### config.mk
export PLATFORM = sky130hd
export DESIGN_NAME = msx_bus_glue
export DESIGN_NICKNAME = d
export VERILOG_FILES = /design/src/logic/msx_glue_pkg.sv /design/src/logic/memory_map.sv /design/src/logic/msx_bus_glue.sv /design/src/logic/read_data_mux.sv /design/src/logic/slot_decoder.sv
export SDC_FILE = /design/constraint.sdc
export NUM_CORES = 1
export LEC_CHECK = 0
export ABC_AREA = 1
export BUFFER_PORTS_ARGS = -buffer_cell sky130_fd_sc_hd__buf_4
export CAP_MARGIN = 40
export CELL_PAD_IN_SITES_DETAIL_PLACEMENT = 1
export CELL_PAD_IN_SITES_GLOBAL_PLACEMENT = 2
export CORE_ASPECT_RATIO = 1.1
export CORE_UTILIZATION = 29
export DETAILED_ROUTE_END_ITERATION = 12
export GPL_TIMING_DRIVEN = 0
export HOLD_SLACK_MARGIN = 0.05
export PLACE_DENSITY = 0.82
export SETUP_SLACK_MARGIN = 0.4
export SLEW_MARGIN = 40
export SYNTH_ARGS = -nofsm -noshare
export SYNTH_HDL_FRONTEND = slang
export SYNTH_SLANG_ARGS = --single-unit
### constraint.sdc
create_clock -name clk42m -period 2.3 [get_ports clk42m]
set_clock_uncertainty 0.2 [all_clocks]
set_input_delay 0.23 -clock clk42m [delete_from_list [all_inputs] [get_ports clk42m]]
set_output_delay 0.23 -clock clk42m [all_outputs]
set_load 0.03 [all_outputs]
### src/logic/msx_glue_pkg.sv
// ----------------------------------------------------------------------
//	MSX bus glue shared types
//	Z80 bus view, slot selection, SDRAM request and memory map constants
// ----------------------------------------------------------------------

package msx_glue_pkg;

	// ------------------------------------------------------------------
	//	Address views
	// ------------------------------------------------------------------
	typedef struct packed {
		logic	[1:0]	page;				// Z80 page, A15..A14
		logic			a13;				// Selects 8KB half of the page
		logic	[12:0]	offset;				// A12..A0
	} mem_addr_t;

	typedef struct packed {
		logic	[7:0]	upper;				// Not decoded for I/O
		logic	[7:0]	port;				// I/O port number
	} io_addr_t;

	typedef union packed {
		mem_addr_t		mem;
		io_addr_t		io;
	} msx_addr_u;

	// ------------------------------------------------------------------
	//	Bus bundles
	// ------------------------------------------------------------------
	typedef struct packed {
		msx_addr_u		addr;
		logic			mreq_n;
		logic			iorq_n;
		logic			rd_n;
		logic			wr_n;
		logic	[7:0]	wdata;
		logic			spare;				// Reserved
	} cpu_bus_t;

	typedef struct packed {
		logic	[3:0]	sltsl;				// Primary slot, one-hot
		logic	[3:0]	sub0;				// Slot 0-x, one-hot
		logic	[3:0]	sub3;				// Slot 3-x, one-hot
	} slot_sel_t;

	localparam int SDRAM_AW = 23;

	typedef struct packed {
		logic	[SDRAM_AW-1:0]	address;
		logic			rd_n;
		logic			wr_n;
		logic			mreq_n;
		logic	[7:0]	wdata;
	} sdram_req_t;

	typedef struct packed {
		logic			en;
		logic	[7:0]	data;
	} rdata_t;

	typedef struct packed {
		logic			vdp_cs_n;
		logic			psg_cs_n;
	} io_sel_t;

	// I/O ports
	localparam logic [7:0] PORT_PPI_BASE	= 8'hA8;
	localparam logic [7:0] PORT_PSG_BASE	= 8'hA0;	// A0h-A3h
	localparam logic [7:0] PORT_VDP_BASE	= 8'h98;	// 98h-99h
	localparam logic [7:0] PORT_MAPPER_BASE	= 8'hFC;	// FCh-FFh

	localparam logic [15:0] SUBSLOT_REG_ADDR = 16'hFFFF;

	// SDRAM upper address prefixes, A22 downwards
	localparam logic [7:0] MAP_MAIN_ROM		= 8'b0000_0100;		// + A14..A13
	localparam logic [8:0] MAP_SUB_ROM		= 9'b0_0001_0000;	// + A13
	localparam logic [8:0] MAP_MUSIC_ROM	= 9'b0_0000_1101;	// + A13
	localparam logic [6:0] MAP_NEXTOR		= 7'b000_0000;		// + A15..A13

	// Page 0 gets segment 3, page 3 gets segment 0
	localparam logic [3:0][7:0] MAPPER_RESET_SEG = {8'd0, 8'd1, 8'd2, 8'd3};

endpackage

### src/logic/memory_map.sv
// ----------------------------------------------------------------------
//	SDRAM memory map
//	Turns slot selection and Z80 address into an SDRAM request
// ----------------------------------------------------------------------
`timescale 1ns/1ns

module memory_map (
	input	msx_glue_pkg::cpu_bus_t		bus,
	input	msx_glue_pkg::slot_sel_t	slot,
	input	logic	[7:0]				segment,
	output	msx_glue_pkg::sdram_req_t	sdram
);
	import msx_glue_pkg::*;

	logic	[SDRAM_AW-14:0]	w_upper;		// Address bits 22..13
	logic					w_hit;			// Some region answers
	logic					w_ram;			// Region is writable
	logic					w_ffff_exp;
	logic					w_cycle;
	logic	[1:0]			w_page;
	logic					w_a13;

	assign w_page	= bus.addr.mem.page;
	assign w_a13	= bus.addr.mem.a13;

	// Subslot register in an expanded slot is not memory
	assign w_ffff_exp	= (bus.addr == SUBSLOT_REG_ADDR) && (slot.sltsl[0] || slot.sltsl[3]);
	assign w_cycle		= !bus.mreq_n && bus.iorq_n && !w_ffff_exp;

	// ------------------------------------------------------------------
	//	Region select, highest priority first
	// ------------------------------------------------------------------
	always_comb begin
		w_upper	= '0;
		w_hit	= 1'b0;
		w_ram	= 1'b0;
		if (!w_cycle) begin
			// No memory cycle
		end
		else if (slot.sub3[0]) begin
			// Mapper RAM, all pages
			w_upper	= { 1'b1, segment, w_a13 };
			w_hit	= 1'b1;
			w_ram	= 1'b1;
		end
		else if (slot.sub0[2] && w_page == 2'd1) begin
			w_upper	= { MAP_MUSIC_ROM, w_a13 };		// MSX-MUSIC
			w_hit	= 1'b1;
		end
		else if (slot.sub3[1] && w_page == 2'd0) begin
			w_upper	= { MAP_SUB_ROM, w_a13 };		// SUB-ROM
			w_hit	= 1'b1;
		end
		else if (slot.sub0[0] && !w_page[1]) begin
			// MAIN-ROM 32KB, A14 comes from page LSB
			w_upper	= { MAP_MAIN_ROM, w_page[0], w_a13 };
			w_hit	= 1'b1;
		end
		else if (slot.sub3[2] && (w_page == 2'd1 || w_page == 2'd2)) begin
			w_upper	= { MAP_NEXTOR, w_page, w_a13 };	// Nextor banks
			w_hit	= 1'b1;
		end
	end

	// ------------------------------------------------------------------
	//	Request
	// ------------------------------------------------------------------
	assign sdram.address	= { w_upper, bus.addr.mem.offset };
	assign sdram.mreq_n		= w_hit ? bus.mreq_n : 1'b1;
	assign sdram.rd_n		= w_hit ? bus.rd_n : 1'b1;
	assign sdram.wr_n		= (w_hit && w_ram) ? bus.wr_n : 1'b1;	// ROMs ignore writes
	assign sdram.wdata		= bus.wdata;

endmodule

### src/logic/msx_bus_glue.sv
// ----------------------------------------------------------------------
//	MSX bus glue top
//	Slot decode, SDRAM memory map and CPU read data return
// ----------------------------------------------------------------------
`timescale 1ns/1ns

module msx_bus_glue (
	input							clk42m,
	input							ff_reset_n,
	input	msx_glue_pkg::cpu_bus_t		bus,
	input	msx_glue_pkg::rdata_t		sdram_q,
	input	msx_glue_pkg::rdata_t		io_q,
	output	msx_glue_pkg::sdram_req_t	sdram,
	output	msx_glue_pkg::io_sel_t		io_sel,
	output	logic	[7:0]				cpu_rdata
);
	import msx_glue_pkg::*;

	slot_sel_t		w_slot;				// Decoded slot for this access
	logic	[7:0]	w_segment;			// Mapper segment of current page
	rdata_t			w_reg_q;			// Own register readback

	// ------------------------------------------------------------------
	//	Slot and I/O decode
	// ------------------------------------------------------------------
	slot_decoder u_slot_decoder (
		.clk42m			( clk42m		),
		.ff_reset_n		( ff_reset_n	),
		.bus			( bus			),
		.slot			( w_slot		),
		.segment		( w_segment		),
		.io_sel			( io_sel		),
		.reg_q			( w_reg_q		)
	);

	// ------------------------------------------------------------------
	//	SDRAM map
	// ------------------------------------------------------------------
	memory_map u_memory_map (
		.bus			( bus			),
		.slot			( w_slot		),
		.segment		( w_segment		),
		.sdram			( sdram			)
	);

	// ------------------------------------------------------------------
	//	Read data return
	// ------------------------------------------------------------------
	read_data_mux u_read_data_mux (
		.clk42m			( clk42m		),
		.ff_reset_n		( ff_reset_n	),
		.rd_n			( bus.rd_n		),
		.sdram_q		( sdram_q		),
		.reg_q			( w_reg_q		),
		.io_q			( io_q			),
		.cpu_rdata		( cpu_rdata		)
	);

endmodule

### src/logic/read_data_mux.sv
// ----------------------------------------------------------------------
//	CPU read data mux
//	Registered priority select of the byte returned to the Z80
// ----------------------------------------------------------------------
`timescale 1ns/1ns

module read_data_mux (
	input						clk42m,
	input						ff_reset_n,
	input						rd_n,
	input	msx_glue_pkg::rdata_t	sdram_q,
	input	msx_glue_pkg::rdata_t	reg_q,
	input	msx_glue_pkg::rdata_t	io_q,
	output	logic	[7:0]			cpu_rdata
);

	logic	[7:0]	ff_rdata;

	// ------------------------------------------------------------------
	//	SDRAM first, then own registers, then external I/O
	// ------------------------------------------------------------------
	always_ff @(posedge clk42m) begin
		if (!ff_reset_n) begin
			ff_rdata <= 8'hFF;
		end
		else if (rd_n) begin
			ff_rdata <= 8'hFF;				// Pulled-up data bus
		end
		else if (sdram_q.en) begin
			ff_rdata <= sdram_q.data;
		end
		else if (reg_q.en) begin
			ff_rdata <= reg_q.data;			// Slot registers
		end
		else if (io_q.en) begin
			ff_rdata <= io_q.data;
		end
		else begin
			// Hold until a source answers
		end
	end

	assign cpu_rdata = ff_rdata;

endmodule

### src/logic/slot_decoder.sv
// ----------------------------------------------------------------------
//	Slot decoder
//	Primary/secondary slot registers, memory mapper segments and
//	I/O chip select decode
// ----------------------------------------------------------------------
`timescale 1ns/1ns

module slot_decoder (
	input						clk42m,
	input						ff_reset_n,
	input	msx_glue_pkg::cpu_bus_t		bus,
	output	msx_glue_pkg::slot_sel_t	slot,
	output	logic	[7:0]				segment,
	output	msx_glue_pkg::io_sel_t		io_sel,
	output	msx_glue_pkg::rdata_t		reg_q
);
	import msx_glue_pkg::*;

	logic	[7:0]		ff_primary;			// Port A8h, 2 bits per page
	logic	[7:0]		ff_sub0;			// FFFFh in slot 0
	logic	[7:0]		ff_sub3;			// FFFFh in slot 3
	logic	[3:0][7:0]	ff_segment;			// Ports FCh-FFh

	logic				w_io_wr;
	logic				w_io_rd;
	logic				w_mem_cycle;
	logic				w_is_ppi;
	logic				w_is_mapper;
	logic				w_is_ffff;
	logic	[1:0]		w_page;
	logic	[1:0]		w_prim_slot;
	logic	[1:0]		w_page3_slot;		// Owner of FFFFh

	assign w_io_wr		= !bus.iorq_n && !bus.wr_n;
	assign w_io_rd		= !bus.iorq_n && !bus.rd_n;
	assign w_mem_cycle	= !bus.mreq_n;
	assign w_is_ppi		= (bus.addr.io.port == PORT_PPI_BASE);
	assign w_is_mapper	= ({ bus.addr.io.port[7:2], 2'b00 } == PORT_MAPPER_BASE);
	assign w_is_ffff	= (bus.addr == SUBSLOT_REG_ADDR);
	assign w_page		= bus.addr.mem.page;
	assign w_prim_slot	= ff_primary[{ w_page, 1'b0 } +: 2];
	assign w_page3_slot	= ff_primary[7:6];

	// ------------------------------------------------------------------
	//	Slot and mapper registers
	// ------------------------------------------------------------------
	always_ff @(posedge clk42m) begin
		if (!ff_reset_n) begin
			ff_primary	<= 8'h00;
			ff_sub0		<= 8'h00;
			ff_sub3		<= 8'h00;
			ff_segment	<= MAPPER_RESET_SEG;
		end
		else begin
			if (w_io_wr && w_is_ppi) begin
				ff_primary <= bus.wdata;
			end
			if (w_io_wr && w_is_mapper) begin
				ff_segment[bus.addr.io.port[1:0]] <= bus.wdata;	// Port low bits pick page
			end
			// Subslot register belongs to whichever slot owns page 3
			if (w_mem_cycle && !bus.wr_n && w_is_ffff) begin
				if (w_page3_slot == 2'd0) begin
					ff_sub0 <= bus.wdata;
				end
				else if (w_page3_slot == 2'd3) begin
					ff_sub3 <= bus.wdata;
				end
			end
		end
	end

	// ------------------------------------------------------------------
	//	Slot selection for this access
	// ------------------------------------------------------------------
	assign slot.sltsl	= w_mem_cycle ? (4'b0001 << w_prim_slot) : 4'b0000;
	assign slot.sub0	= slot.sltsl[0] ? (4'b0001 << ff_sub0[{ w_page, 1'b0 } +: 2]) : 4'b0000;
	assign slot.sub3	= slot.sltsl[3] ? (4'b0001 << ff_sub3[{ w_page, 1'b0 } +: 2]) : 4'b0000;
	assign segment		= ff_segment[w_page];

	// Chip selects, active low
	assign io_sel.vdp_cs_n	= !(!bus.iorq_n && ({ bus.addr.io.port[7:1], 1'b0 } == PORT_VDP_BASE));
	assign io_sel.psg_cs_n	= !(!bus.iorq_n && ({ bus.addr.io.port[7:2], 2'b00 } == PORT_PSG_BASE));

	// Register readback
	always_comb begin
		reg_q = '{ en: 1'b0, data: 8'hFF };
		if (w_io_rd && w_is_ppi) begin
			reg_q = '{ en: 1'b1, data: ff_primary };
		end
		else if (w_mem_cycle && !bus.rd_n && w_is_ffff) begin
			if (w_page3_slot == 2'd0) begin
				reg_q = '{ en: 1'b1, data: ~ff_sub0 };		// Read back inverted
			end
			else if (w_page3_slot == 2'd3) begin
				reg_q = '{ en: 1'b1, data: ~ff_sub3 };
			end
		end
	end

endmodule

Word-level counts from Yosys, hierarchy flattened
Cells that the tools add are included.
- input port bits: 49
- flip-flop bits (word level): 64
- muxes and demuxes: 32
- magnitude comparators: 3
- equal/unequal tests: 8
- shifts and indexed selects: 6
- reduce and logical (&&, ||, !) cells: 36
- bitwise logic cells: 4
- operators with widths (cell ; count):
    $mux W10 ; 5
    $mux W8 ; 5
    $mux W9 ; 4
    $bwmux W32 ; 1
    $shiftx A8 B4 Y2 ; 3
    $logic_and A1 B1 Y1 ; 20
    $bmux W8 S2 ; 1
    $demux W8 S2 ; 1
    $eq A16 B16 Y1 const B ; 1
    $not A8 Y8 ; 2
    $eq A6 B6 Y1 const B ; 2
    $mux W1 ; 11
    $mux W3 ; 3
    $eq A8 B8 Y1 const B ; 1
    $logic_not A1 Y1 ; 8
    $eq A7 B7 Y1 const B ; 1
    $lt A2 B3 Y1 const B ; 2
    $shl A1 B2 Y3 const A ; 2
    $eq A2 B2 Y1 const B ; 2
    $logic_not A2 Y1 ; 2
    $mux W4 ; 1
    $shl A1 B2 Y4 const A ; 1
    $reduce_and A3 Y1 ; 1
    $reduce_bool A3 Y1 ; 1
    other kinds (6) ; 8

Depth between registers and ports, before layout
- depth after elaboration: 13
- gate-level depth with buffers: 14

By module
From an unflattened synthesis, not the netlist that was laid out.
- cells, all modules: 649
- area, all modules: 4137.7 µm²
- modules (own cells, without submodules) (module ; times used ; sequential area each (µm²) ; cells each ; area an instance (µm²)):
    slot_decoder ; 1 ; 1121.1 ; 474 ; 3115.5
    read_data_mux ; 1 ; 160.2 ; 89 ; 540.5
    memory_map ; 1 ; 0.0 ; 86 ; 481.7

Least setup slack after synthesis
Ideal clock, no wire load.
- kind: input -> output
- start: in bus[27] (netlist name)
- end: out sdram[24] (netlist name)
- required time: 1870 ps
- cell stages on the path: 11
- setup slack: 98 ps
- arrival time: 1772 ps
- path through: buf_6 inv_4 buf_6 buf_2 ha_1 nand3_1 nor2_1 nand2_1 nand3_1 o21ai_2 nor2_1
- RTL lines (element ; RTL line ; source):
    start, declared ; msx_bus_glue.sv:10 ; input msx_glue_pkg::cpu_bus_t bus,
    end, declared ; msx_bus_glue.sv:13 ; output msx_glue_pkg::sdram_req_t sdram,

==> impl_metrics.py <==
metrics = {
    "outcome": {
        "status": "finished, final reports clean",
    },
    "placement": {
        "portBuffers": 91,
        "dp_hpwl_um": 11800,
        "place_congestion": 0.833,
    },
    "cells_and_area": {
        "fin_util_pct": 42.9,
        "final_common_cell": "nand2_1",
        "fillers": 1761,
        "antennaDiodeCount": 0,
        "drive_above_1_share_pct": 35.9,
        "multiInputGateArea_um2": 2430,
        "area.sequential_um2": 1300,
        "layout_common_cells": "nand2_1 (126), buf_4 (115), inv_1 (72), a21oi_1 (58), nand3_1 (56)",
        "syn_to_final_growth_pct": 44.3,
        "fin_nets": 812,
    },
    "timing": {
        "tns_ns": 0,
        "worst_pin_slew_ns": 0.791,
        "timing.fmax_mhz": 445,
        "rsz0062_at_grt": "yes",
        "slew_viol_final": 0,
        "setup_viol": 0,
        "slew_headroom_pct": 47.3,
        "finalHoldViolCount": 0,
        "min_period_ns": 2.25,
        "period_share_pct": 97.7,
    },
    "logic_synthesis": {
        "yosysTopAreaCell": "dfxtp_1",
        "synth_area_leaders": "dfxtp_1 (31%), nand2_1 (13%), nand3_1 (7.9%)",
        "seq_area_frac_synth_pct": 31.2,
        "netlist_area_um2": 4100,
        "syn_inst": 633,
        "synth-compound-area-share_pct": 18.3,
        "ys_async_sr_fraction_pct": 0,
        "ys_types": 34,
        "synth_warnings": 0,
        "syn-num-nets": 687,
        "synthMuxAreaShare_pct": 0,
        "yosys.area.top_type_share_pct": 31.2,
        "ys.flop_type": "dfxtp_1",
        "avgSynthCellArea_um2": 6.48,
        "synth_top_family_by_area": "simple AND/OR/NAND/NOR gates",
        "synthXorXnorAreaFrac_pct": 0,
        "synthAdderAreaFrac_pct": 1.53,
        "ys_seq_elements": 64,
        "synth-edff-count": 0,
        "synth-simple-area-share_pct": 32.7,
    },
    "floorplan": {
        "start_util_pct": 29.7,
        "rows": 45,
        "die_y_um": 127,
        "io_pins": 93,
        "core_area_um2": 13800,
        "dieArea_um2": 14600,
        "die_x_um": 115,
    },
    "cts": {
        "clock_latency_ns": 0.34,
        "clock_tree.buffer_depth": 2,
        "cts_made_buffers": 9,
        "h-tree-depth": 3,
        "cts_tree": "yes",
        "clk_pin_slew_ns": 0.06,
        "cts.sinks": 64,
        "cts-root-buf": "clkbuf_16",
    },
    "drt": {
        "first_iter_violations": 227,
        "ant_nets": 0,
        "post_drt_wl_per_cell_um": 16.5,
        "avgViaCountPerCell": 4.83,
        "dr.pass1.iters": 4,
        "drcViolationCount": 0,
        "via_count": 4590,
        "wirelength_um": 15700,
    },
    "global_routing": {
        "grt_pass1_wl_um": 24300,
        "met3_usage_pct": 3.92,
        "globalRouteTotalUtil_pct": 22.1,
        "overflow": 0,
        "antenna_found_initial": 0,
        "busiest_layer": "met2",
        "first_global_vias": 4686,
        "grt_max_degree": 13,
        "met1_usage_pct": 26.9,
        "gr-usage-met2_pct": 38.6,
    },
    "critical_path": {
        "cp.required_ns": 1.87,
        "r2r_start": "u_slot_decoder.ff_primary[7]",
        "cp-start-kind": "register",
        "worstPathMaxFanout": 4,
        "crit_arrival_ns": 1.82,
        "crit_path_start": "u_slot_decoder.ff_primary[0]",
        "criticalPathCategory": "register to output port",
        "end_kind": "output port",
    },
    "min_path": {
        "hold_start": "sdram_q[3]",
        "hp-class": "primary input to register",
    },
    "power_and_ir_drop": {
        "finalPower_mw": 3.02,
        "max-vdd-ir-drop_v": 0.000484,
        "power.leakage_nw": 2.71,
        "power_density_nw_per_um2": 510,
    },
    "flow_run": {
        "maxCapViolations": 0,
    },
}
[metal layers]
layer / share of wire (%) / vias to the layer above
met5: 0 / -
met4: 2.6 / 0
met3: 3.7 / 28
met2: 51 / 82
met1: 42 / 2191
li1: - / 2289
[sequential cells by signal, indices dropped and copies added, names as in the netlist]
register                   cells
u_slot_decoder.ff_sub3         8
u_read_data_mux.cpu_rdata      8
u_slot_decoder.ff_primary      8
u_slot_decoder.ff_segment     32
u_slot_decoder.ff_sub0         8
[stage by stage]
step                cells  instance area [µm²]  setup slack [ns]  hold slack, ns
global placement      912                 5060           -0.0925           0.230
detailed placement    912                 5060            -0.121           0.235
global route          951                 5920           -0.0384          0.0832
floorplan             633                 4140             0.278           0.168
finish                951                 5920            0.0539          0.0620
CTS                   949                 5700            0.0588          0.0570
[cell families after synthesis]
family | Yosys count
buf+inv | 137
fa+ha+maj | 5
simple gates | 290
compound gates | 137
flops | 64
[worst paths after layout]
kind	to	slack, ns	cells past startpoint
hold / removal	u_read_data_mux.cpu_rdata[3]	0.06	6
hold reg to reg	u_slot_decoder.ff_segment[22]	0.24	2
setup reg to reg	u_read_data_mux.cpu_rdata[0]	0.52	12
setup / recovery	sdram[28]	0.05	11
[where the power goes]
group          leakage, nW  total (mW)  internal [mW]  switching [mW]
clock network        0.141        1.37          0.837           0.537
registers            0.524        1.12           1.12         0.00386
logic                 2.04       0.526          0.216           0.310
[synth_stat cells (2+ instances only)]
cell	number
nand3_1	65
nand3_4	2
o21ai_1	4
o211ai_1	4
a22oi_1	2
inv_2	9
nand4_1	10
dfxtp_1	64
or2_2	9
inv_4	2
buf_1	2
nand2_1	141
a21oi_1	64
clkbuf_1	7
inv_1	77
nor2_1	38
a211oi_1	5
ha_1	5
buf_2	10
or2_0	3
a211oi_2	3
buf_4	25
nor2_4	5
nor3_1	2
nor2_2	2
buf_6	5
nand2_2	9
o21ai_0	53
[final cells by class]
class	instances	area share, %
Buffer	49	6.03
Tap cell	188	3.97
Inverter	88	6.00
Timing Repair Buffer	114	16.0
Sequential cell	64	21.9
Clock inverter	7	1.23
Multi-Input combinational cell	432	41.0
Clock buffer	9	3.81
[critical path: stages (launching register included)]
cell and delay [ns]:
dfxtp_2 0.32, nand2_2 0.05, nand3_2 0.10, nand2_4 0.13
inv_4 0.05, nand2_4 0.07, nand2_4 0.05, a21oi_4 0.22
buf_6 0.14, o21ai_2 0.05, nor2_2 0.14, buf_6 0.15
[timing repair]
action,CTS,global route
pin swaps,8,15
hold buffers,10,0
endpoints found under the setup margin,21,27
resized for setup,64,53
endpoints found under the hold margin,11,0
setup buffers,11,1
gates cloned,0,1
No activity file was read; power rests on OpenSTA's default activity.
